--- config.mk ---
export PLATFORM = sky130hd
export DESIGN_NAME = mshr
export DESIGN_NICKNAME = d
export VERILOG_FILES = /design/src/rtl/cache_pkg.sv /design/src/rtl/mshr_pkg.sv /design/src/rtl/mshr_entry_ram.sv /design/src/rtl/mshr_slot_state.sv /design/src/rtl/mshr_hit_check.sv /design/src/rtl/mshr.sv
export SDC_FILE = /design/constraint.sdc
export NUM_CORES = 1
export LEC_CHECK = 0
export BUFFER_PORTS_ARGS = -buffer_cell sky130_fd_sc_hd__buf_2
export CAP_MARGIN = 20
export CORE_MARGIN = 2
export CORE_UTILIZATION = 65
export DETAILED_ROUTE_END_ITERATION = 6
export PLACE_DENSITY = 0.93
export SLEW_MARGIN = 20
export SYNTH_ARGS = -nofsm -noshare
export SYNTH_HDL_FRONTEND = slang
export SYNTH_SLANG_ARGS = --single-unit
export TNS_END_PERCENT = 20
--- constraint.sdc ---
create_clock -name clk_i -period 7.6 [get_ports clk_i]
set_input_delay 0.38 -clock clk_i [delete_from_list [all_inputs] [get_ports clk_i]]
set_output_delay 0.38 -clock clk_i [all_outputs]
set_load 0.005 [all_outputs]
--- src/rtl/cache_pkg.sv ---
// Cache address fields shared by the MSHR and by the cache around it
// A line address is the tag placed above the cache set index
package cache_pkg;

    localparam int unsigned set_width  = 6;
    localparam int unsigned tag_width  = 20;
    localparam int unsigned way_width  = 2;
    localparam int unsigned word_width = 3;

    // Set index inside the data cache
    typedef logic [set_width-1:0] set_t;

    // Tag kept per cache line
    typedef logic [tag_width-1:0] tag_t;

    // Victim way chosen in the cache on a miss
    typedef logic [way_width-1:0] cache_way_t;

    // Word offset of the missing access inside the line
    typedef logic [word_width-1:0] word_t;

    // Line address, tag in the upper bits
    typedef struct packed {
        tag_t tag;
        set_t set;
    } nline_t;

endpackage

--- src/rtl/mshr_pkg.sv ---
// Records held by the MSHR: stored entry, allocation request and
// acknowledge response, all as packed structs
package mshr_pkg;

    import cache_pkg::*;

    // Identifier of the request inside its requester
    typedef logic [3:0] req_id_t;

    // Identifier of the requester
    typedef logic [2:0] src_id_t;

    // One stored miss, kept in the entry RAM
    // The cache set is not stored here, it lives in flops next to the valid bits
    typedef struct packed {
        tag_t       tag;
        req_id_t    req_id;
        src_id_t    src_id;
        word_t      word;
        cache_way_t victim_way;
        logic       need_rsp;
        logic       is_prefetch;
    } mshr_entry_t;

    // New miss presented with alloc_i
    typedef struct packed {
        nline_t     nline;
        req_id_t    req_id;
        src_id_t    src_id;
        word_t      word;
        cache_way_t victim_way;
        logic       need_rsp;
        logic       is_prefetch;
    } mshr_alloc_t;

    // Contents of a freed slot, returned the cycle after ack_i
    typedef struct packed {
        mshr_entry_t entry;
        set_t        set;
        logic        make_inval;
        logic        make_shared;
    } mshr_ack_t;

endpackage

--- src/rtl/mshr_entry_ram.sv ---
// Single-port entry storage of the MSHR, one row per MSHR set holding all ways
// Writes go to the ways selected by way_we_i, reads return the whole row next cycle
module mshr_entry_ram
    import mshr_pkg::*;
#(
    parameter int unsigned n_sets = 4,
    parameter int unsigned n_ways = 4
) (
    input  logic                         clk_i,
    input  logic                         en_i,
    input  logic                         we_i,
    input  logic [$clog2(n_sets)-1:0]    addr_i,
    input  logic [n_ways-1:0]            way_we_i,
    input  mshr_entry_t                  wentry_i,
    output mshr_entry_t [n_ways-1:0]     rentry_o
);

    localparam int unsigned set_w = $clog2(n_sets);

    typedef logic [set_w-1:0] mshr_set_t;

    mshr_entry_t [n_ways-1:0] mem_q [n_sets];
    mshr_set_t                row;

    assign row = addr_i;

    // Read returns the row as it was before a write in the same cycle
    always_ff @(posedge clk_i) begin
        if (en_i) begin
            if (we_i) begin
                for (int w = 0; w < n_ways; w++) begin
                    if (way_we_i[w]) begin
                        mem_q[row][w] <= wentry_i;
                    end
                end
            end
            rentry_o <= mem_q[row];
        end
    end

endmodule

--- src/rtl/mshr_slot_state.sv ---
// Per-slot state of the MSHR: valid bits, stored cache sets and snoop flags
// Also picks the free way for allocation, drives the entry RAM port and builds the ack response
module mshr_slot_state
    import cache_pkg::*;
    import mshr_pkg::*;
#(
    parameter int unsigned n_sets = 4,
    parameter int unsigned n_ways = 4
) (
    input  logic                          clk_i,
    input  logic                          rst_ni,

    // Allocation
    input  logic                          alloc_i,
    input  mshr_alloc_t                   alloc_req_i,
    output logic [$clog2(n_ways)-1:0]     alloc_way_o,

    // Acknowledge
    input  logic                          ack_i,
    input  logic [$clog2(n_sets)-1:0]     ack_set_i,
    input  logic [$clog2(n_ways)-1:0]     ack_way_i,

    // Check and snoop
    input  logic                          check_i,
    input  set_t                          check_set_i,
    input  logic                          make_shared_i,
    input  logic                          make_inval_i,
    input  logic                          hit_i,
    input  logic [$clog2(n_ways)-1:0]     hit_way_i,
    input  set_t                          check_set_q_i,

    // Entry RAM port
    output logic                          ram_en_o,
    output logic                          ram_we_o,
    output logic [$clog2(n_sets)-1:0]     ram_addr_o,
    output logic [n_ways-1:0]             ram_way_we_o,
    output mshr_entry_t                   ram_wentry_o,
    input  mshr_entry_t [n_ways-1:0]      rentry_i,

    // Status
    output logic [n_sets*n_ways-1:0]      valid_o,
    output set_t [n_sets*n_ways-1:0]      slot_set_o,
    output mshr_ack_t                     ack_rsp_o,
    output logic                          empty_o,
    output logic                          full_o
);

    localparam int unsigned set_w   = $clog2(n_sets);
    localparam int unsigned way_w   = $clog2(n_ways);
    localparam int unsigned n_slots = n_sets * n_ways;

    typedef logic [set_w-1:0]       mshr_set_t;
    typedef logic [way_w-1:0]       mshr_way_t;
    typedef logic [set_w+way_w-1:0] slot_idx_t;

    // Slot index is {mshr set, way}, so the ways of one set are adjacent
    logic [n_slots-1:0] valid_q;
    logic [n_slots-1:0] valid_d;
    logic [n_slots-1:0] shared_q;
    logic [n_slots-1:0] shared_d;
    logic [n_slots-1:0] inval_q;
    logic [n_slots-1:0] inval_d;
    set_t [n_slots-1:0] slot_set_q;

    mshr_set_t   alloc_set;
    mshr_way_t   free_way;
    slot_idx_t   alloc_slot;
    slot_idx_t   ack_slot;
    slot_idx_t   snoop_slot;
    logic        snoop_shared;
    logic        snoop_inval;
    logic        snoop_on_ack;

    logic        ack_rd_q;
    mshr_way_t   ack_way_q;
    set_t        ack_set_q;
    logic        ack_shared_q;
    logic        ack_inval_q;
    mshr_entry_t ack_entry_q;

    assign alloc_set  = alloc_req_i.nline.set[set_w-1:0];
    assign alloc_slot = {alloc_set, free_way};
    assign ack_slot   = {ack_set_i, ack_way_i};

    // Snoop marks the slot found by the previous cycle's check
    assign snoop_slot   = {check_set_q_i[set_w-1:0], hit_way_i};
    assign snoop_shared = hit_i & make_shared_i;
    assign snoop_inval  = hit_i & make_inval_i;
    assign snoop_on_ack = (snoop_slot == ack_slot);

    // Lowest free way of the allocation set, way 0 when the set is full
    always_comb begin
        free_way = '0;
        for (int w = n_ways - 1; w >= 0; w--) begin
            if (!valid_q[{alloc_set, mshr_way_t'(w)}]) begin
                free_way = mshr_way_t'(w);
            end
        end
    end

    assign alloc_way_o = free_way;

    always_comb begin
        valid_d  = valid_q;
        shared_d = shared_q;
        inval_d  = inval_q;
        if (snoop_shared) begin
            shared_d[snoop_slot] = 1'b1;
        end
        if (snoop_inval) begin
            inval_d[snoop_slot] = 1'b1;
        end
        if (ack_i) begin
            valid_d[ack_slot]  = 1'b0;
            shared_d[ack_slot] = 1'b0;
            inval_d[ack_slot]  = 1'b0;
        end else if (alloc_i) begin
            valid_d[alloc_slot]  = 1'b1;
            shared_d[alloc_slot] = 1'b0;
            inval_d[alloc_slot]  = 1'b0;
        end
    end

    always_ff @(posedge clk_i or negedge rst_ni) begin
        if (!rst_ni) begin
            valid_q  <= '0;
            shared_q <= '0;
            inval_q  <= '0;
            ack_rd_q <= 1'b0;
        end else begin
            valid_q  <= valid_d;
            shared_q <= shared_d;
            inval_q  <= inval_d;
            ack_rd_q <= ack_i;
        end
    end

    // Acknowledge capture, flags include a snoop landing in the same cycle
    always_ff @(posedge clk_i) begin
        if (alloc_i && !ack_i) begin
            slot_set_q[alloc_slot] <= alloc_req_i.nline.set;
        end
        if (ack_i) begin
            ack_way_q    <= ack_way_i;
            ack_set_q    <= slot_set_q[ack_slot];
            ack_shared_q <= shared_q[ack_slot] | (snoop_shared & snoop_on_ack);
            ack_inval_q  <= inval_q[ack_slot] | (snoop_inval & snoop_on_ack);
        end
        if (ack_rd_q) begin
            ack_entry_q <= rentry_i[ack_way_q];
        end
    end

    // RAM read data is live for one cycle only, held copy afterwards
    always_comb begin
        ack_rsp_o.entry       = ack_rd_q ? rentry_i[ack_way_q] : ack_entry_q;
        ack_rsp_o.set         = ack_set_q;
        ack_rsp_o.make_inval  = ack_inval_q;
        ack_rsp_o.make_shared = ack_shared_q;
    end

    // One RAM port, acknowledge first, then allocate, then check
    assign ram_en_o   = ack_i | alloc_i | check_i;
    assign ram_we_o   = alloc_i & ~ack_i;
    assign ram_addr_o = ack_i   ? ack_set_i :
                        alloc_i ? alloc_set : check_set_i[set_w-1:0];

    always_comb begin
        for (int w = 0; w < n_ways; w++) begin
            ram_way_we_o[w] = (free_way == mshr_way_t'(w));
        end
    end

    always_comb begin
        ram_wentry_o.tag         = alloc_req_i.nline.tag;
        ram_wentry_o.req_id      = alloc_req_i.req_id;
        ram_wentry_o.src_id      = alloc_req_i.src_id;
        ram_wentry_o.word        = alloc_req_i.word;
        ram_wentry_o.victim_way  = alloc_req_i.victim_way;
        ram_wentry_o.need_rsp    = alloc_req_i.need_rsp;
        ram_wentry_o.is_prefetch = alloc_req_i.is_prefetch;
    end

    assign valid_o    = valid_q;
    assign slot_set_o = slot_set_q;
    assign empty_o    = ~|valid_q;
    assign full_o     = &valid_q;

endmodule

--- src/rtl/mshr_hit_check.sv ---
// Second stage of an MSHR check: holds the checked cache set and compares
// it against the valid slots and the RAM tags read in the first stage
module mshr_hit_check
    import cache_pkg::*;
    import mshr_pkg::*;
#(
    parameter int unsigned n_sets = 4,
    parameter int unsigned n_ways = 4
) (
    input  logic                          clk_i,
    input  logic                          rst_ni,
    input  logic                          check_i,
    input  logic                          alloc_i,
    input  set_t                          check_set_i,
    // Tag arrives one cycle after check_i
    input  tag_t                          check_tag_i,
    input  logic [n_sets*n_ways-1:0]      valid_i,
    input  set_t [n_sets*n_ways-1:0]      slot_set_i,
    input  mshr_entry_t [n_ways-1:0]      rentry_i,
    output logic                          hit_o,
    output logic [$clog2(n_ways)-1:0]     hit_way_o,
    output logic                          alloc_full_o,
    output set_t                          check_set_q_o
);

    localparam int unsigned set_w = $clog2(n_sets);
    localparam int unsigned way_w = $clog2(n_ways);

    typedef logic [set_w-1:0] mshr_set_t;
    typedef logic [way_w-1:0] mshr_way_t;

    set_t              check_set_q;
    mshr_set_t         held_set;
    logic [n_ways-1:0] hit_vec;
    logic [n_ways-1:0] free_vec;

    // An allocation in the same cycle takes the RAM port, the check is dropped
    always_ff @(posedge clk_i or negedge rst_ni) begin
        if (!rst_ni) begin
            check_set_q <= '0;
        end else if (check_i && !alloc_i) begin
            check_set_q <= check_set_i;
        end
    end

    assign held_set = check_set_q[set_w-1:0];

    // Several cache sets share one MSHR set, so the full cache set is compared too
    always_comb begin
        hit_way_o = '0;
        for (int w = 0; w < n_ways; w++) begin
            free_vec[w] = !valid_i[{held_set, mshr_way_t'(w)}];
            hit_vec[w]  = valid_i[{held_set, mshr_way_t'(w)}] &&
                          (slot_set_i[{held_set, mshr_way_t'(w)}] == check_set_q) &&
                          (rentry_i[w].tag == check_tag_i);
            if (hit_vec[w]) begin
                hit_way_o = mshr_way_t'(w);
            end
        end
    end

    assign hit_o         = |hit_vec;
    assign alloc_full_o  = ~|free_vec;
    assign check_set_q_o = check_set_q;

endmodule

--- src/rtl/mshr.sv ---
// Miss status holding register of a non-blocking data cache, n_sets x n_ways slots
// Check, allocate and acknowledge share one entry RAM port; both sizes are powers of two, >= 2
module mshr
    import cache_pkg::*;
    import mshr_pkg::*;
#(
    parameter int unsigned n_sets = 4,
    parameter int unsigned n_ways = 4
) (
    input  logic                          clk_i,
    input  logic                          rst_ni,

    // Check, result one cycle later, check_tag_i given in that later cycle
    input  logic                          check_i,
    input  set_t                          check_set_i,
    input  tag_t                          check_tag_i,
    output logic                          hit_o,

    // Allocate, takes priority over a check in the same cycle
    input  logic                          alloc_i,
    input  mshr_alloc_t                   alloc_req_i,
    output logic                          alloc_full_o,
    output logic [$clog2(n_ways)-1:0]     alloc_way_o,

    // Snoop levels, only in the cycle where hit_o is high
    input  logic                          make_shared_i,
    input  logic                          make_inval_i,

    // Acknowledge, never in the same cycle as check or allocate
    input  logic                          ack_i,
    input  logic [$clog2(n_sets)-1:0]     ack_set_i,
    input  logic [$clog2(n_ways)-1:0]     ack_way_i,
    output mshr_ack_t                     ack_rsp_o,

    output logic                          empty_o,
    output logic                          full_o
);

    localparam int unsigned set_w   = $clog2(n_sets);
    localparam int unsigned way_w   = $clog2(n_ways);
    localparam int unsigned n_slots = n_sets * n_ways;

    logic                     ram_en;
    logic                     ram_we;
    logic [set_w-1:0]         ram_addr;
    logic [n_ways-1:0]        ram_way_we;
    mshr_entry_t              ram_wentry;
    mshr_entry_t [n_ways-1:0] ram_rentry;

    logic [n_slots-1:0]       slot_valid;
    set_t [n_slots-1:0]       slot_set;
    logic [way_w-1:0]         hit_way;
    set_t                     check_set_q;

    mshr_entry_ram #(
        .n_sets (n_sets),
        .n_ways (n_ways)
    ) u_ram (
        .clk_i    (clk_i),
        .en_i     (ram_en),
        .we_i     (ram_we),
        .addr_i   (ram_addr),
        .way_we_i (ram_way_we),
        .wentry_i (ram_wentry),
        .rentry_o (ram_rentry)
    );

    mshr_slot_state #(
        .n_sets (n_sets),
        .n_ways (n_ways)
    ) u_slot_state (
        .clk_i         (clk_i),
        .rst_ni        (rst_ni),
        .alloc_i       (alloc_i),
        .alloc_req_i   (alloc_req_i),
        .alloc_way_o   (alloc_way_o),
        .ack_i         (ack_i),
        .ack_set_i     (ack_set_i),
        .ack_way_i     (ack_way_i),
        .check_i       (check_i),
        .check_set_i   (check_set_i),
        .make_shared_i (make_shared_i),
        .make_inval_i  (make_inval_i),
        .hit_i         (hit_o),
        .hit_way_i     (hit_way),
        .check_set_q_i (check_set_q),
        .ram_en_o      (ram_en),
        .ram_we_o      (ram_we),
        .ram_addr_o    (ram_addr),
        .ram_way_we_o  (ram_way_we),
        .ram_wentry_o  (ram_wentry),
        .rentry_i      (ram_rentry),
        .valid_o       (slot_valid),
        .slot_set_o    (slot_set),
        .ack_rsp_o     (ack_rsp_o),
        .empty_o       (empty_o),
        .full_o        (full_o)
    );

    mshr_hit_check #(
        .n_sets (n_sets),
        .n_ways (n_ways)
    ) u_hit_check (
        .clk_i         (clk_i),
        .rst_ni        (rst_ni),
        .check_i       (check_i),
        .alloc_i       (alloc_i),
        .check_set_i   (check_set_i),
        .check_tag_i   (check_tag_i),
        .valid_i       (slot_valid),
        .slot_set_i    (slot_set),
        .rentry_i      (ram_rentry),
        .hit_o         (hit_o),
        .hit_way_o     (hit_way),
        .alloc_full_o  (alloc_full_o),
        .check_set_q_o (check_set_q)
    );

endmodule

==> impl_metrics.py <==
metrics = {
    "drt": {
        "wl_met2_mm": 45.1,
        "finalWirelength_mm": 93.2,
        "drc": 0,
        "route.vias.total": 19000,
        "postRouteAntennaNets": 0,
        "drt_pass1_iterations": 6,
        "drt-met1-wl_mm": 31.8,
        "routed_via_density": 7.39,
        "dr_wl_met3_mm": 11.5,
        "avgRoutedWirePerCell_um": 36.2,
        "drt-initial-drc-count": 2994,
        "maxUsedRoutingLayer": "met5",
    },
    "cells_and_area": {
        "ff_latch_area_um2": 25700,
        "multiInputGateArea_um2": 8440,
        "num-nets-final": 1880,
        "n_fill_cell": 2666,
        "syn2layout_area_growth_pct": 12.8,
        "drive_gt1_share_pct": 30.7,
        "final_common_cell": "edfxtp_1",
        "layout_common_cells": "edfxtp_1 (786), mux4_2 (225), buf_2 (124), clkbuf_16 (87), xor2_1 (77)",
    },
    "sta": {
        "fin_crit_sh_pct": 54.3,
        "hold_violations": 0,
        "rsz0062_at_grt": "no",
        "finalSetupViolations": 0,
        "final-max-slew-violation-count": 0,
        "tns_ns": 0,
        "period_needed_ns": 4.12,
        "skew_ns": 0.0480,
        "relSlewSlack_pct": 23.9,
        "worst_pin_slew_ns": 1.14,
        "holdWs_ns": 0.0526,
        "timing.fmax_mhz": 242,
    },
    "yosys": {
        "synth_edf_count": 786,
        "syn_inst": 1640,
        "yosysTopAreaCell": "edfxtp_1",
        "synth_cell_types": 52,
        "synth_warnings": 0,
        "synth.top_cell.area_share_pct": 68.7,
        "ys_ff_latch": 875,
        "yosys-top-cells-area": "edfxtp_1 (69%), mux4_2 (15%), dfrtp_1 (4.0%)",
        "ys_seq_area_share_pct": 74.7,
        "syn_nets": 1717,
        "yosys_most_used_dff": "edfxtp_1",
        "synth.avg_cell_area_um2": 20.9,
        "synthArstFlopShare_pct": 6.29,
        "synth_area_um2": 34400,
    },
    "global_routing": {
        "grt_pass1_wl_mm": 134,
        "grt_max_degree": 140,
        "grt_pass1_vias": 19000,
        "grtUsageTotal_pct": 35.1,
        "overflow": 0,
        "antenna_found_initial": 11,
    },
    "worst_setup_path": {
        "path_cells": "xor2_1, nor4_1, nand2_1, nor4_1, and3_1, or4_1, buf_2",
        "crit_family": "simple AND/OR/NAND/NOR gates",
        "critPathBufInv": 1,
        "worstRegToRegCells": 8,
        "r2r_slack_ns": 3.83,
        "end_kind": "primary output",
        "startpoint_type": "register",
        "critPathSlowestCell": "nor4_1",
        "cp_max_fo": 6,
        "max_stage_delay_ns": 0.74,
        "worst_ep_required_time_ns": 7.22,
        "cp-startpoint": "u_ram.rentry_o[94]$_DFFE_PP_",
        "r2r_start": "u_hit_check.check_set_q_o[0]$_DFFE_PN0P_",
        "crit_type": "reg -> out",
        "arrival_ns": 3.74,
        "path_common_cell": "nor4_1",
    },
    "floorplanning": {
        "die_w_um": 234,
        "rows": 84,
        "core_area_um2": 52400,
        "start_util_pct": 65.5,
        "dieArea_um2": 54700,
        "die_y_um": 234,
        "boundaryPins": 125,
    },
    "worst_hold_path": {
        "holdPathStages": 2,
        "min_from": "check_set_i[1]",
        "min_to": "u_hit_check.check_set_q_o[1]$_DFFE_PN0P_",
        "hp-class": "in -> reg",
    },
    "clock_network": {
        "cts_buffer_depth": 3,
        "cts_setup_buffers": 0,
        "cts_tree": "yes",
        "numCtsBuffers": 85,
        "clock-root-buffer": "clkbuf_16",
        "clk_latency_ns": 0.66,
        "clock_sinks": 875,
        "clkTransAtPathRegs_ns": 0.07,
        "htreeDepth": 3,
    },
    "placed_design": {
        "port_buffers": 124,
        "gp_congestion": 0.948,
        "dpl.hpwl_mm": 50.0,
    },
    "pwr": {
        "irDropWorstVdd_uv": 312,
        "p_leak_nw": 13.0,
        "p_per_area_nw_per_um2": 285,
    },
    "flow_run": {
        "maxCapViolCount": 0,
    },
    "run_status": {
        "status": "finished, final reports clean",
    },
}
-- where the power goes --
part           internal [mW]  switching [mW]
clock network           2.40            1.89
registers               5.51           0.184
logic                  0.437           0.617
-- metal layers --
layer  track usage [%]  vias to the layer above
li1                  -                     7090
met1              47.5                     9784
met2              54.7                     1776
met3              8.88                      365
met4              16.7                       12
met5                 0                        -
-- per-stage QoR --
| stage | instances | cell area [µm²] | util [%] | power [mW] | worst slack, ns |
|---|---|---|---|---|---|
| 4_1_cts | 2564 | 38700 | 73.9 | 11.0 | 3.60 |
| 2_1_floorplan | 1640 | 34400 | - | 6.33 | 2.89 |
| 3_3_place_gp | 2399 | 35900 | 68.4 | 6.70 | 3.74 |
| 5_1_grt | 2567 | 38800 | 73.9 | 11.3 | 3.49 |
| 6_report | 2573 | 38800 | 73.9 | 11.0 | 3.48 |
| 3_5_place_dp | 2399 | 35900 | 68.4 | 6.77 | 3.67 |
-- flip-flops by register name (all words and copies together), names as in the netlist, named ones only --
| register | flops |
|---|---|
| u_slot_state.ack_entry_q | 34 |
| u_slot_state.shared_q | 1 |
| u_slot_state.ack_inval_q | 1 |
| u_slot_state.slot_set_o | 96 |
| u_slot_state.valid_o | 16 |
| u_ram.mem_q | 544 |
| u_slot_state.ack_shared_q | 1 |
| u_slot_state.ack_set_q | 6 |
| u_slot_state.ack_rd_q | 1 |
| u_ram.rentry_o | 136 |
| u_slot_state.ack_way_q | 2 |
| u_slot_state.inval_q | 1 |
| u_hit_check.check_set_q_o | 6 |
-- area by class of cell --
type,instances,area share [%]
tap,688,2.22
clock inverter,39,1.13
multi-input combinational,675,21.8
timing repair buffer,160,2.39
sequential,875,66.2
antenna,9,0.0581
clock buffer,121,6.15
inverter,6,0.0581
-- repair_timing --
| item | in CTS | in global routing |
|---|---|---|
| hold endpoints to repair | 59 | 0 |
| hold buffers | 5 | 0 |
| gates resized for setup | 0 | 0 |
-- cells by family (layout without fill, tap and decap cells) --
logic type	count (synthesis)	in the layout	share of synthesized area (%)
and+or+nand+nor	208	208	3.17
AOI/OAI and AO/OA	82	82	1.64
muxes	281	281	16.7
xor gates and xnor gates	104	104	2.65
DFF	875	875	74.7
buffers and inverters	90	326	1.14
other	0	9	0
-- how the worst max path moves through the flow --
| stage | to | slack, ns | depth (start not counted) |
|---|---|---|---|
| CTS | hit_o | 3.60 | 7 |
| detailed placement | u_ram.rentry_o[111]$_DFFE_PP_ | 3.67 | 6 |
| finish | hit_o | 3.48 | 7 |
| global route | hit_o | 3.49 | 7 |
| global placement | u_ram.rentry_o[76]$_DFFE_PP_ | 3.74 | 6 |
| floorplan | u_ram.mem_q[1][102]$_DFFE_PP_ | 2.89 | 6 |
-- worst reg2reg max path, cell delays in order, from the launching register on --
cell and delay [ns]:
dfrtp_2 0.33, buf_4 0.53, mux4_1 0.69, xnor2_1 0.23
nand3_1 0.31, nor4_1 0.83, nand3_1 0.41, nor3_1 0.24
o21a_1 0.14
-- cell usage after synthesis, drive strengths merged, types with 2 or more instances --
cell    number
mux4       229
and2         3
nand2       32
buf         37
nor3        22
inv          6
and4         2
o311ai       2
nand4       13
a31oi        8
nand3b       3
nand2b       9
o21ai       12
mux2i       12
o31ai        2
edfxtp     786
or3          4
a21o        14
a41o         2
and3         3
xor2        77
clkbuf      47
o32ai        3
nand3       14
dfrtp       55
xnor2       27
dfxtp       34
nor4b        2
nor4        33
nor2b        7
nor2        56
a32oi        3
mux2        40
o21a        17
a21oi       15
No activity file was read; power rests on OpenSTA's default activity.
